===== src/rtl/riscv_isa_pkg.sv =====
`default_nettype none

package riscv_isa_pkg;

    localparam int XLEN       = 32;
    localparam int REG_ADDR_W = 5;

    localparam logic [6:0] OPC_OP      = 7'b0110011;
    localparam logic [6:0] OPC_OP_IMM  = 7'b0010011;
    localparam logic [6:0] OPC_STORE   = 7'b0100011;
    localparam logic [6:0] OPC_CUSTOM0 = 7'b0001011;

    localparam logic [2:0] F3_ADD_SUB = 3'b000;
    localparam logic [2:0] F3_XOR     = 3'b100;
    localparam logic [2:0] F3_OR      = 3'b110;
    localparam logic [2:0] F3_AND     = 3'b111;
    localparam logic [2:0] F3_SW      = 3'b010;

    localparam logic [2:0] F3_DOT  = 3'b000;
    localparam logic [2:0] F3_RELU = 3'b010;
    localparam logic [2:0] F3_STEP = 3'b100;

    localparam logic [6:0] F7_SUB = 7'b0100000;

    localparam logic [XLEN-1:0] NOP_INSTR = 32'h0000_0013; // addi x0, x0, 0

    typedef union packed {
        struct packed {
            logic [6:0]            funct7; // imm[11:5] in I-type
            logic [REG_ADDR_W-1:0] rs2;    // imm[4:0] in I-type
            logic [REG_ADDR_W-1:0] rs1;
            logic [2:0]            funct3;
            logic [REG_ADDR_W-1:0] rd;
            logic [6:0]            opcode;
        } ri;
        struct packed {
            logic [6:0]            imm_hi;
            logic [REG_ADDR_W-1:0] rs2;
            logic [REG_ADDR_W-1:0] rs1;
            logic [2:0]            funct3;
            logic [4:0]            imm_lo;
            logic [6:0]            opcode;
        } s;
    } instr_t;

endpackage

`default_nettype wire


===== src/rtl/core_cfg_pkg.sv =====
`default_nettype none

package core_cfg_pkg;

    localparam logic [31:0] RESET_PC = 32'h0000_0000;
    localparam logic [31:0] PC_STEP  = 32'd4;

    localparam int ALU_OP_W = 3;

    localparam logic [ALU_OP_W-1:0] ALU_ADD  = 3'd0;
    localparam logic [ALU_OP_W-1:0] ALU_SUB  = 3'd1;
    localparam logic [ALU_OP_W-1:0] ALU_AND  = 3'd2;
    localparam logic [ALU_OP_W-1:0] ALU_OR   = 3'd3;
    localparam logic [ALU_OP_W-1:0] ALU_XOR  = 3'd4;
    localparam logic [ALU_OP_W-1:0] ALU_DOT  = 3'd5;
    localparam logic [ALU_OP_W-1:0] ALU_RELU = 3'd6;
    localparam logic [ALU_OP_W-1:0] ALU_STEP = 3'd7;

    localparam int FWD_W = 2;

    localparam logic [FWD_W-1:0] FWD_NONE = 2'd0;
    localparam logic [FWD_W-1:0] FWD_MEM  = 2'd1; // From EX/MEM
    localparam logic [FWD_W-1:0] FWD_WB   = 2'd2; // From MEM/WB

endpackage

`default_nettype wire


===== src/rtl/fetch_stage.sv =====
`timescale 1ns/1ps
`default_nettype none

module fetch_stage (
    input  logic                           clk,
    input  logic                           reset,
    input  logic                           freeze,
    input  logic [riscv_isa_pkg::XLEN-1:0] imem_data,
    output logic [riscv_isa_pkg::XLEN-1:0] imem_addr,
    output riscv_isa_pkg::instr_t          if_instr,
    output logic                           if_valid
);

    // PC and IF/ID advance together
    always_ff @(posedge clk or posedge reset) begin
        if (reset) begin
            imem_addr <= core_cfg_pkg::RESET_PC;
            if_instr  <= riscv_isa_pkg::NOP_INSTR;
            if_valid  <= 1'b0;
        end else if (!freeze) begin
            imem_addr <= imem_addr + core_cfg_pkg::PC_STEP;
            if_instr  <= imem_data;
            if_valid  <= 1'b1;
        end
    end

endmodule

`default_nettype wire


===== src/rtl/decode_stage.sv =====
`timescale 1ns/1ps
`default_nettype none

module decode_stage (
    input  logic                                 clk,
    input  logic                                 reset,
    input  logic                                 freeze,
    input  riscv_isa_pkg::instr_t                if_instr,
    input  logic                                 if_valid,
    input  logic [riscv_isa_pkg::XLEN-1:0]       rs1_data,
    input  logic [riscv_isa_pkg::XLEN-1:0]       rs2_data,
    output logic [riscv_isa_pkg::REG_ADDR_W-1:0] rs1_addr,
    output logic [riscv_isa_pkg::REG_ADDR_W-1:0] rs2_addr,
    output logic [riscv_isa_pkg::REG_ADDR_W-1:0] ex_rs1,
    output logic [riscv_isa_pkg::REG_ADDR_W-1:0] ex_rs2,
    output logic [riscv_isa_pkg::XLEN-1:0]       ex_rs1_data,
    output logic [riscv_isa_pkg::XLEN-1:0]       ex_rs2_data,
    output logic [riscv_isa_pkg::XLEN-1:0]       ex_imm,
    output logic                                 ex_use_imm,
    output logic [core_cfg_pkg::ALU_OP_W-1:0]    ex_alu_op,
    output logic [riscv_isa_pkg::REG_ADDR_W-1:0] ex_rd,
    output logic                                 ex_reg_write,
    output logic                                 ex_store
);

    logic [riscv_isa_pkg::XLEN-1:0]    imm;
    logic                              use_imm;
    logic [core_cfg_pkg::ALU_OP_W-1:0] alu_op;
    logic                              reg_write;
    logic                              store;

    assign rs1_addr = if_instr.ri.rs1;
    assign rs2_addr = if_instr.ri.rs2;

    always_comb begin
        imm       = {{20{if_instr.ri.funct7[6]}}, if_instr.ri.funct7, if_instr.ri.rs2};
        use_imm   = 1'b0;
        alu_op    = core_cfg_pkg::ALU_ADD;
        reg_write = 1'b0;
        store     = 1'b0;
        case (if_instr.ri.opcode)
            riscv_isa_pkg::OPC_OP, riscv_isa_pkg::OPC_OP_IMM: begin
                use_imm   = (if_instr.ri.opcode == riscv_isa_pkg::OPC_OP_IMM);
                reg_write = 1'b1;
                case (if_instr.ri.funct3)
                    riscv_isa_pkg::F3_ADD_SUB: begin
                        if (!use_imm && if_instr.ri.funct7 == riscv_isa_pkg::F7_SUB) begin
                            alu_op = core_cfg_pkg::ALU_SUB;
                        end
                    end
                    riscv_isa_pkg::F3_XOR: alu_op = core_cfg_pkg::ALU_XOR;
                    riscv_isa_pkg::F3_OR:  alu_op = core_cfg_pkg::ALU_OR;
                    riscv_isa_pkg::F3_AND: alu_op = core_cfg_pkg::ALU_AND;
                    default: reg_write = 1'b0; // Shifts and compares not supported
                endcase
            end
            riscv_isa_pkg::OPC_STORE: begin
                imm     = {{20{if_instr.s.imm_hi[6]}}, if_instr.s.imm_hi, if_instr.s.imm_lo};
                use_imm = 1'b1;
                store   = (if_instr.s.funct3 == riscv_isa_pkg::F3_SW);
            end
            riscv_isa_pkg::OPC_CUSTOM0: begin
                reg_write = 1'b1;
                case (if_instr.ri.funct3)
                    riscv_isa_pkg::F3_DOT:  alu_op = core_cfg_pkg::ALU_DOT;
                    riscv_isa_pkg::F3_RELU: alu_op = core_cfg_pkg::ALU_RELU;
                    riscv_isa_pkg::F3_STEP: alu_op = core_cfg_pkg::ALU_STEP;
                    default: reg_write = 1'b0;
                endcase
            end
            default: ; // Anything else is a no-op
        endcase
        if (!if_valid || if_instr.ri.rd == '0) begin
            reg_write = 1'b0;
        end
        if (!if_valid) begin
            store = 1'b0;
        end
    end

    always_ff @(posedge clk or posedge reset) begin
        if (reset) begin
            ex_reg_write <= 1'b0;
            ex_store     <= 1'b0;
        end else if (!freeze) begin
            ex_reg_write <= reg_write;
            ex_store     <= store;
        end
    end

    always_ff @(posedge clk) begin
        if (!freeze) begin
            ex_rs1      <= if_instr.ri.rs1;
            ex_rs2      <= if_instr.ri.rs2;
            ex_rs1_data <= rs1_data;
            ex_rs2_data <= rs2_data;
            ex_imm      <= imm;
            ex_use_imm  <= use_imm;
            ex_alu_op   <= alu_op;
            ex_rd       <= if_instr.ri.rd;
        end
    end

endmodule

`default_nettype wire


===== src/rtl/reg_file.sv =====
`timescale 1ns/1ps
`default_nettype none

module reg_file (
    input  logic                                 clk,
    input  logic                                 reset,
    input  logic [riscv_isa_pkg::REG_ADDR_W-1:0] rs1_addr,
    input  logic [riscv_isa_pkg::REG_ADDR_W-1:0] rs2_addr,
    input  logic [riscv_isa_pkg::REG_ADDR_W-1:0] rf_wr_addr,
    input  logic                                 rf_wr_en,
    input  logic [riscv_isa_pkg::XLEN-1:0]       rf_wr_data,
    output logic [riscv_isa_pkg::XLEN-1:0]       rs1_data,
    output logic [riscv_isa_pkg::XLEN-1:0]       rs2_data
);

    logic [riscv_isa_pkg::XLEN-1:0] regs [1:31]; // x0 has no storage

    function automatic logic [riscv_isa_pkg::XLEN-1:0] read_port(
        input logic [riscv_isa_pkg::REG_ADDR_W-1:0] addr
    );
        if (addr == '0) begin
            return '0;
        end else if (rf_wr_en && rf_wr_addr == addr) begin
            return rf_wr_data; // Write-through
        end
        return regs[addr];
    endfunction

    always_comb begin
        rs1_data = read_port(rs1_addr);
        rs2_data = read_port(rs2_addr);
    end

    always_ff @(posedge clk or posedge reset) begin
        if (reset) begin
            for (int i = 1; i < 32; i++) begin
                regs[i] <= '0;
            end
        end else if (rf_wr_en && rf_wr_addr != '0) begin
            regs[rf_wr_addr] <= rf_wr_data;
        end
    end

endmodule

`default_nettype wire


===== src/rtl/execute_stage.sv =====
`timescale 1ns/1ps
`default_nettype none

module execute_stage (
    input  logic                                 clk,
    input  logic                                 reset,
    input  logic                                 freeze,
    input  logic [riscv_isa_pkg::REG_ADDR_W-1:0] ex_rs1,
    input  logic [riscv_isa_pkg::REG_ADDR_W-1:0] ex_rs2,
    input  logic [riscv_isa_pkg::XLEN-1:0]       ex_rs1_data,
    input  logic [riscv_isa_pkg::XLEN-1:0]       ex_rs2_data,
    input  logic [riscv_isa_pkg::XLEN-1:0]       ex_imm,
    input  logic                                 ex_use_imm,
    input  logic [core_cfg_pkg::ALU_OP_W-1:0]    ex_alu_op,
    input  logic [riscv_isa_pkg::REG_ADDR_W-1:0] ex_rd,
    input  logic                                 ex_reg_write,
    input  logic                                 ex_store,
    input  logic [riscv_isa_pkg::REG_ADDR_W-1:0] rf_wr_addr,
    input  logic                                 rf_wr_en,
    input  logic [riscv_isa_pkg::XLEN-1:0]       rf_wr_data,
    output logic [riscv_isa_pkg::XLEN-1:0]       mem_result,
    output logic [riscv_isa_pkg::XLEN-1:0]       mem_store_data,
    output logic [riscv_isa_pkg::REG_ADDR_W-1:0] mem_rd,
    output logic                                 mem_reg_write,
    output logic                                 mem_store
);

    logic [core_cfg_pkg::FWD_W-1:0]          sel_a;
    logic [core_cfg_pkg::FWD_W-1:0]          sel_b;
    logic [riscv_isa_pkg::XLEN-1:0]          op_a;
    logic [riscv_isa_pkg::XLEN-1:0]          op_b;
    logic [riscv_isa_pkg::XLEN-1:0]          store_val;
    logic signed [2*riscv_isa_pkg::XLEN-1:0] product;
    logic [riscv_isa_pkg::XLEN-1:0]          alu_out;

    // Youngest producer wins, bubbles never match since their write flag is 0
    function automatic logic [core_cfg_pkg::FWD_W-1:0] fwd_sel(
        input logic [riscv_isa_pkg::REG_ADDR_W-1:0] rs
    );
        if (rs == '0) begin
            return core_cfg_pkg::FWD_NONE;
        end else if (mem_reg_write && mem_rd == rs) begin
            return core_cfg_pkg::FWD_MEM;
        end else if (rf_wr_en && rf_wr_addr == rs) begin
            return core_cfg_pkg::FWD_WB;
        end
        return core_cfg_pkg::FWD_NONE;
    endfunction

    function automatic logic [riscv_isa_pkg::XLEN-1:0] fwd_mux(
        input logic [core_cfg_pkg::FWD_W-1:0] sel,
        input logic [riscv_isa_pkg::XLEN-1:0] id_val
    );
        case (sel)
            core_cfg_pkg::FWD_MEM: return mem_result;
            core_cfg_pkg::FWD_WB:  return rf_wr_data;
            default:               return id_val;
        endcase
    endfunction

    always_comb begin
        sel_a     = fwd_sel(ex_rs1);
        sel_b     = fwd_sel(ex_rs2);
        op_a      = fwd_mux(sel_a, ex_rs1_data);
        store_val = fwd_mux(sel_b, ex_rs2_data);
        op_b      = ex_use_imm ? ex_imm : store_val;
        product   = $signed(op_a) * $signed(op_b);
        case (ex_alu_op)
            core_cfg_pkg::ALU_ADD:  alu_out = op_a + op_b;
            core_cfg_pkg::ALU_SUB:  alu_out = op_a - op_b;
            core_cfg_pkg::ALU_AND:  alu_out = op_a & op_b;
            core_cfg_pkg::ALU_OR:   alu_out = op_a | op_b;
            core_cfg_pkg::ALU_XOR:  alu_out = op_a ^ op_b;
            core_cfg_pkg::ALU_DOT:  alu_out = product[riscv_isa_pkg::XLEN-1:0];
            core_cfg_pkg::ALU_RELU: alu_out = op_a[riscv_isa_pkg::XLEN-1] ? '0 : op_a;
            core_cfg_pkg::ALU_STEP: begin
                alu_out = {{(riscv_isa_pkg::XLEN-1){1'b0}}, ~op_a[riscv_isa_pkg::XLEN-1]};
            end
            default: alu_out = '0;
        endcase
    end

    always_ff @(posedge clk or posedge reset) begin
        if (reset) begin
            mem_reg_write <= 1'b0;
            mem_store     <= 1'b0;
        end else if (!freeze) begin
            mem_reg_write <= ex_reg_write;
            mem_store     <= ex_store;
        end
    end

    always_ff @(posedge clk) begin
        if (!freeze) begin
            mem_result     <= alu_out; // Store address for SW
            mem_store_data <= store_val;
            mem_rd         <= ex_rd;
        end
    end

endmodule

`default_nettype wire


===== src/rtl/mem_stage.sv =====
`timescale 1ns/1ps
`default_nettype none

module mem_stage (
    input  logic                                 clk,
    input  logic                                 reset,
    input  logic [riscv_isa_pkg::XLEN-1:0]       mem_result,
    input  logic [riscv_isa_pkg::XLEN-1:0]       mem_store_data,
    input  logic [riscv_isa_pkg::REG_ADDR_W-1:0] mem_rd,
    input  logic                                 mem_reg_write,
    input  logic                                 mem_store,
    input  logic                                 wb_ack,
    output logic                                 wb_cyc,
    output logic                                 wb_stb,
    output logic [riscv_isa_pkg::XLEN-1:0]       wb_adr,
    output logic [riscv_isa_pkg::XLEN-1:0]       wb_dat,
    output logic                                 freeze,
    output logic [riscv_isa_pkg::REG_ADDR_W-1:0] rf_wr_addr,
    output logic                                 rf_wr_en,
    output logic [riscv_isa_pkg::XLEN-1:0]       rf_wr_data
);

    // Write cycle lasts as long as the store sits in EX/MEM
    assign wb_cyc = mem_store;
    assign wb_stb = mem_store;
    assign wb_adr = mem_result;
    assign wb_dat = mem_store_data;
    assign freeze = mem_store & ~wb_ack; // Whole pipeline waits on the slave

    always_ff @(posedge clk or posedge reset) begin
        if (reset) begin
            rf_wr_en <= 1'b0;
        end else if (!freeze) begin
            rf_wr_en <= mem_reg_write;
        end
    end

    always_ff @(posedge clk) begin
        if (!freeze) begin
            rf_wr_addr <= mem_rd;
            rf_wr_data <= mem_result;
        end
    end

endmodule

`default_nettype wire


===== src/rtl/riscv_ai_core.sv =====
`timescale 1ns/1ps
`default_nettype none

module riscv_ai_core (
    input  logic                           clk,
    input  logic                           reset,
    input  logic [riscv_isa_pkg::XLEN-1:0] imem_data,
    input  logic                           wb_ack,
    output logic [riscv_isa_pkg::XLEN-1:0] imem_addr,
    output logic                           wb_cyc,
    output logic                           wb_stb,
    output logic [riscv_isa_pkg::XLEN-1:0] wb_adr,
    output logic [riscv_isa_pkg::XLEN-1:0] wb_dat
);

    logic                                 freeze;
    riscv_isa_pkg::instr_t                if_instr;
    logic                                 if_valid;
    logic [riscv_isa_pkg::REG_ADDR_W-1:0] rs1_addr;
    logic [riscv_isa_pkg::REG_ADDR_W-1:0] rs2_addr;
    logic [riscv_isa_pkg::XLEN-1:0]       rs1_data;
    logic [riscv_isa_pkg::XLEN-1:0]       rs2_data;
    logic [riscv_isa_pkg::REG_ADDR_W-1:0] ex_rs1;
    logic [riscv_isa_pkg::REG_ADDR_W-1:0] ex_rs2;
    logic [riscv_isa_pkg::XLEN-1:0]       ex_rs1_data;
    logic [riscv_isa_pkg::XLEN-1:0]       ex_rs2_data;
    logic [riscv_isa_pkg::XLEN-1:0]       ex_imm;
    logic                                 ex_use_imm;
    logic [core_cfg_pkg::ALU_OP_W-1:0]    ex_alu_op;
    logic [riscv_isa_pkg::REG_ADDR_W-1:0] ex_rd;
    logic                                 ex_reg_write;
    logic                                 ex_store;
    logic [riscv_isa_pkg::XLEN-1:0]       mem_result;
    logic [riscv_isa_pkg::XLEN-1:0]       mem_store_data;
    logic [riscv_isa_pkg::REG_ADDR_W-1:0] mem_rd;
    logic                                 mem_reg_write;
    logic                                 mem_store;
    logic [riscv_isa_pkg::REG_ADDR_W-1:0] rf_wr_addr;
    logic                                 rf_wr_en;
    logic [riscv_isa_pkg::XLEN-1:0]       rf_wr_data;

    fetch_stage u_fetch (
        .clk(clk), .reset(reset), .freeze(freeze), .imem_data(imem_data),
        .imem_addr(imem_addr), .if_instr(if_instr), .if_valid(if_valid)
    );

    decode_stage u_decode (
        .clk(clk), .reset(reset), .freeze(freeze),
        .if_instr(if_instr), .if_valid(if_valid),
        .rs1_data(rs1_data), .rs2_data(rs2_data),
        .rs1_addr(rs1_addr), .rs2_addr(rs2_addr),
        .ex_rs1(ex_rs1), .ex_rs2(ex_rs2),
        .ex_rs1_data(ex_rs1_data), .ex_rs2_data(ex_rs2_data),
        .ex_imm(ex_imm), .ex_use_imm(ex_use_imm), .ex_alu_op(ex_alu_op),
        .ex_rd(ex_rd), .ex_reg_write(ex_reg_write), .ex_store(ex_store)
    );

    reg_file u_reg_file (
        .clk(clk), .reset(reset), .rs1_addr(rs1_addr), .rs2_addr(rs2_addr),
        .rf_wr_addr(rf_wr_addr), .rf_wr_en(rf_wr_en), .rf_wr_data(rf_wr_data),
        .rs1_data(rs1_data), .rs2_data(rs2_data)
    );

    execute_stage u_execute (
        .clk(clk), .reset(reset), .freeze(freeze),
        .ex_rs1(ex_rs1), .ex_rs2(ex_rs2),
        .ex_rs1_data(ex_rs1_data), .ex_rs2_data(ex_rs2_data),
        .ex_imm(ex_imm), .ex_use_imm(ex_use_imm), .ex_alu_op(ex_alu_op),
        .ex_rd(ex_rd), .ex_reg_write(ex_reg_write), .ex_store(ex_store),
        .rf_wr_addr(rf_wr_addr), .rf_wr_en(rf_wr_en), .rf_wr_data(rf_wr_data),
        .mem_result(mem_result), .mem_store_data(mem_store_data), .mem_rd(mem_rd),
        .mem_reg_write(mem_reg_write), .mem_store(mem_store)
    );

    mem_stage u_mem (
        .clk(clk), .reset(reset),
        .mem_result(mem_result), .mem_store_data(mem_store_data), .mem_rd(mem_rd),
        .mem_reg_write(mem_reg_write), .mem_store(mem_store), .wb_ack(wb_ack),
        .wb_cyc(wb_cyc), .wb_stb(wb_stb), .wb_adr(wb_adr), .wb_dat(wb_dat),
        .freeze(freeze),
        .rf_wr_addr(rf_wr_addr), .rf_wr_en(rf_wr_en), .rf_wr_data(rf_wr_data)
    );

endmodule

`default_nettype wire


===== config.mk =====
export PLATFORM = sky130hd
export DESIGN_NAME = riscv_ai_core
export DESIGN_NICKNAME = d
export VERILOG_FILES = /design/src/rtl/riscv_isa_pkg.sv /design/src/rtl/core_cfg_pkg.sv /design/src/rtl/fetch_stage.sv /design/src/rtl/decode_stage.sv /design/src/rtl/reg_file.sv /design/src/rtl/execute_stage.sv /design/src/rtl/mem_stage.sv /design/src/rtl/riscv_ai_core.sv
export SDC_FILE = /design/constraint.sdc
export NUM_CORES = 2
export LEC_CHECK = 0
export ABC_AREA = 1
export BUFFER_PORTS_ARGS = -buffer_cell sky130_fd_sc_hd__buf_2
export CORE_ASPECT_RATIO = 1.5
export CORE_MARGIN = 5
export CORE_UTILIZATION = 37
export CTS_BUF_LIST = sky130_fd_sc_hd__clkbuf_4 sky130_fd_sc_hd__clkbuf_8
export CTS_CLUSTER_DIAMETER = 150
export DETAILED_ROUTE_END_ITERATION = 16
export GPL_TIMING_DRIVEN = 0
export REMOVE_ABC_BUFFERS = 1
export SLEW_MARGIN = 5
export SYNTH_ARGS = -nofsm -noshare
export SYNTH_HDL_FRONTEND = slang
export SYNTH_HIERARCHICAL = 1
export SYNTH_SLANG_ARGS = --single-unit

===== constraint.sdc =====
create_clock -name clk -period 45.1 [get_ports clk]
set_clock_uncertainty 0.2 [all_clocks]
set_input_delay 4.51 -clock clk [delete_from_list [all_inputs] [get_ports clk]]
set_output_delay 4.51 -clock clk [all_outputs]
set_load 0.02 [all_outputs]

==> flow_summary.yaml <==
outcome:
  outcome: "finished, final reports clean"
drt:
  highest_layer: "met5"
  ant_nets: 0
  viasPerCell: 5.49
  finalWirelength_mm: 372
  drt_pre_antenna_iters: 10
  route.layer.met1.wl_mm: 132
  wl_per_cell_um: 23.5
  drcViolationCount: 0
  drtIter0Drc: 9388
  dr_total_vias: 87000
  dr_wl_met2_mm: 175
  wl_met3_mm: 32.0
placement:
  hpwl_mm: 240
  placed_cells: 15400
  port_buffers: 130
  place.gp.congestion: 1.02
timing:
  period_needed_ns: 14.01
  worst_slew_pin_slew_ns: 1.45
  hold_ws_ns: 0.218
  finalCritPeriodShare_pct: 31.1
  hold_viol_final: 0
  max_freq_mhz: 71.4
  rsz0062_at_grt: "false"
  finalSetupViolCount: 0
  drv_slew: 0
  maxSlewHeadroom_pct: 3.53
synthesis:
  ys_top_cells_by_count: "nand2_1, nand3_1, inv_1, dfrtp_1, o21ai_0"
  muxShareOfSynthArea_pct: 0
  synth-edff-count: 201
  synthXorXnorAreaFrac_pct: 0.819
  synth.distinct_cells: 68
  yosysWarningCount: 6
  avgSynthCellArea_um2: 7.11
  synth_top_family_by_area: "simple AND/OR/NAND/NOR gates"
  synth_compound_area_share_pct: 7.44
  netlist.area_leader.share_pct: 28.9
  seq_area_frac_synth_pct: 35.6
  synth_area_leaders: "dfrtp_1, nand2_1, nand3_1, fa_1, edfxtp_1"
  yosys.area_share.simple_pct: 32.5
  syn_inst: 12900
  synth-seq-cells: 1261
  synthAdderAreaFrac_pct: 12.3
  syn-cell-area_um2: 91500
  synthMostInstantiatedCell: "nand2_1"
  synth_area_leader_cell: "dfrtp_1"
  ys_async_sr_fraction_pct: 84.1
  ys.flop_type: "dfrtp_1"
critical_path:
  cp-start-kind: "flop"
  slowest_stage: "clkinv_1"
  path_max_fanout: 26
  end_kind: "flop"
  crit_required_ns: 45.58
  worstPathArrival_ns: 14.49
  reg2reg_depth: 38
  cp_slowest_stage_delay_ns: 1.26
  path_class: "reg2reg"
  timing.rr.start: "u_execute/mem_rd[4]"
  path_common_cell: "nand2_1"
  crit_path_start: "u_execute/mem_rd[4]"
floorplan:
  die-area_um2: 258000
  dieHeight_um: 619
  core_um2: 246000
  die_w_um: 416
  rows: 223
  start_util_pct: 37.2
  io_pins: 133
cts:
  cts_setup_buffers: 0
  clock_latency_ns: 1.00
  ctsHoldBuffers: 0
  cts_made_buffers: 208
  cts.clk_slew.worst_paths_ns: 0.07
  ctsResizeCount: 0
  clockBufferDepth: 4
  htreeDepth: 4
  cts_tree: "done"
  root_buffer: "clkbuf_8"
  cts.sinks: 1261
flow_run:
  drv_cap: 0
global_route:
  grt_max_degree: 130
  grt_util_all_layers_pct: 28.1
  overflow: 0
  grt_antenna_before_repair: 15
  grt_pass1_vias: 84000
  grt_pass1_wl_mm: 547
finish:
  layout.nets: 13100
  drive_above_1_share_pct: 6.96
  instances_no_fill: 15800
  area_delta_synth_final_pct: 9.20
min_path:
  hp-start: "u_decode/ex_rd[4]"
  whs_path_depth: 0
  hold_class: "reg2reg"
power_and_ir_drop:
  leakage_uw: 0.0495
  vdd_drop_max_mv: 0.359
  power.density_nw_per_um2: 74.5
-- layout by cell type (no fill, tap or decap), types with 44 or more instances in the layout --
master	count
a21oi_1	85
buf_16	86
buf_2	130
clkbuf_4	55
clkbuf_8	267
dfrtp_1	1047
edfxtp_1	201
fa_1	409
ha_1	247
inv_1	1570
nand2_1	4150
nand3_1	1991
nand4_1	44
nor2_1	599
o21ai_0	1012
o21ai_1	85
xor2_1	59
-- worst max-delay path: cells and delay by family, from the launching register on --
family / cells / cell delay, ns
simple gates: 15 / 4.66
fa+ha+maj: 9 / 3.90
buf+inv: 8 / 2.28
compound gates: 6 / 2.03
flops: 1 / 0.58
-- cell families after synthesis --
logic type	Yosys count
AO/OA/AOI/OAI	1289
XOR/XNOR	83
adder cells (fa/ha/maj)	656
buffers and inverters	2591
flip-flops	1261
other	1
AND/OR/NAND/NOR	6995
-- where the power goes --
part	switching, uW	internal (uW)	leakage [uW]
logic	3240	1700	0.0303
registers	139	1230	0.0168
clock network	515	627	0.00243
total	3900	3550	0.0495
-- sequential cells by signal (all words and copies together), names as in the netlist, 12 cells and up --
name	count
u_decode/ex_imm	12
u_decode/ex_rs2_data	32
u_reg_file/regs	992
u_execute/mem_result	32
u_mem/rf_wr_data	32
u_execute/mem_store_data	32
u_decode/ex_rs1_data	32
u_fetch/imem_addr	30
u_fetch/if_instr	32
-- area by class of cell --
class | count | area, um^2
inverter | 1643 | 6250
tap | 3262 | 4080
sequential | 1261 | 32600
fill | 25800 | 146000
clock buffer | 322 | 4090
multi-input combinational | 9025 | 48800
antenna | 7 | 17.5
clock inverter | 52 | 497
timing repair buffer | 253 | 3630
-- metrics by stage --
stage          worst slack [ns]  util, %  TNS [ns]  cell area (um^2)  total power, uW
3_5_place_dp              31.43     38.8         0             95400             6110
3_3_place_gp             -34.99     37.4  -1783.55             92100             6170
2_1_floorplan             12.48        -         0             87300             4550
4_1_cts                   31.39     40.6         0             99900             7310
6_report                  31.09     40.6         0            100000             7450
5_1_grt                   30.71     40.6         0            100000             7970
-- per-layer routing --
layer / track usage, % / up-vias
li1: - / 39400
met3: 4.90 / 1470
met5: 0 / -
met2: 47.3 / 4533
met1: 32.1 / 41500
met4: 20.2 / 8
-- worst paths after layout --
kind / slack [ns] / to
max reg2reg: 31.09 / u_execute/mem_result[29]
min in group asynchronous: 3.27 / u_mem/rf_wr_en
min: 0.22 / u_execute/mem_rd[4]
min reg2reg: 0.22 / u_execute/mem_rd[4]
max in group asynchronous: 38.64 / u_reg_file/regs[672]
max: 31.09 / u_execute/mem_result[29]
No activity file was read; power rests on OpenSTA's default activity.
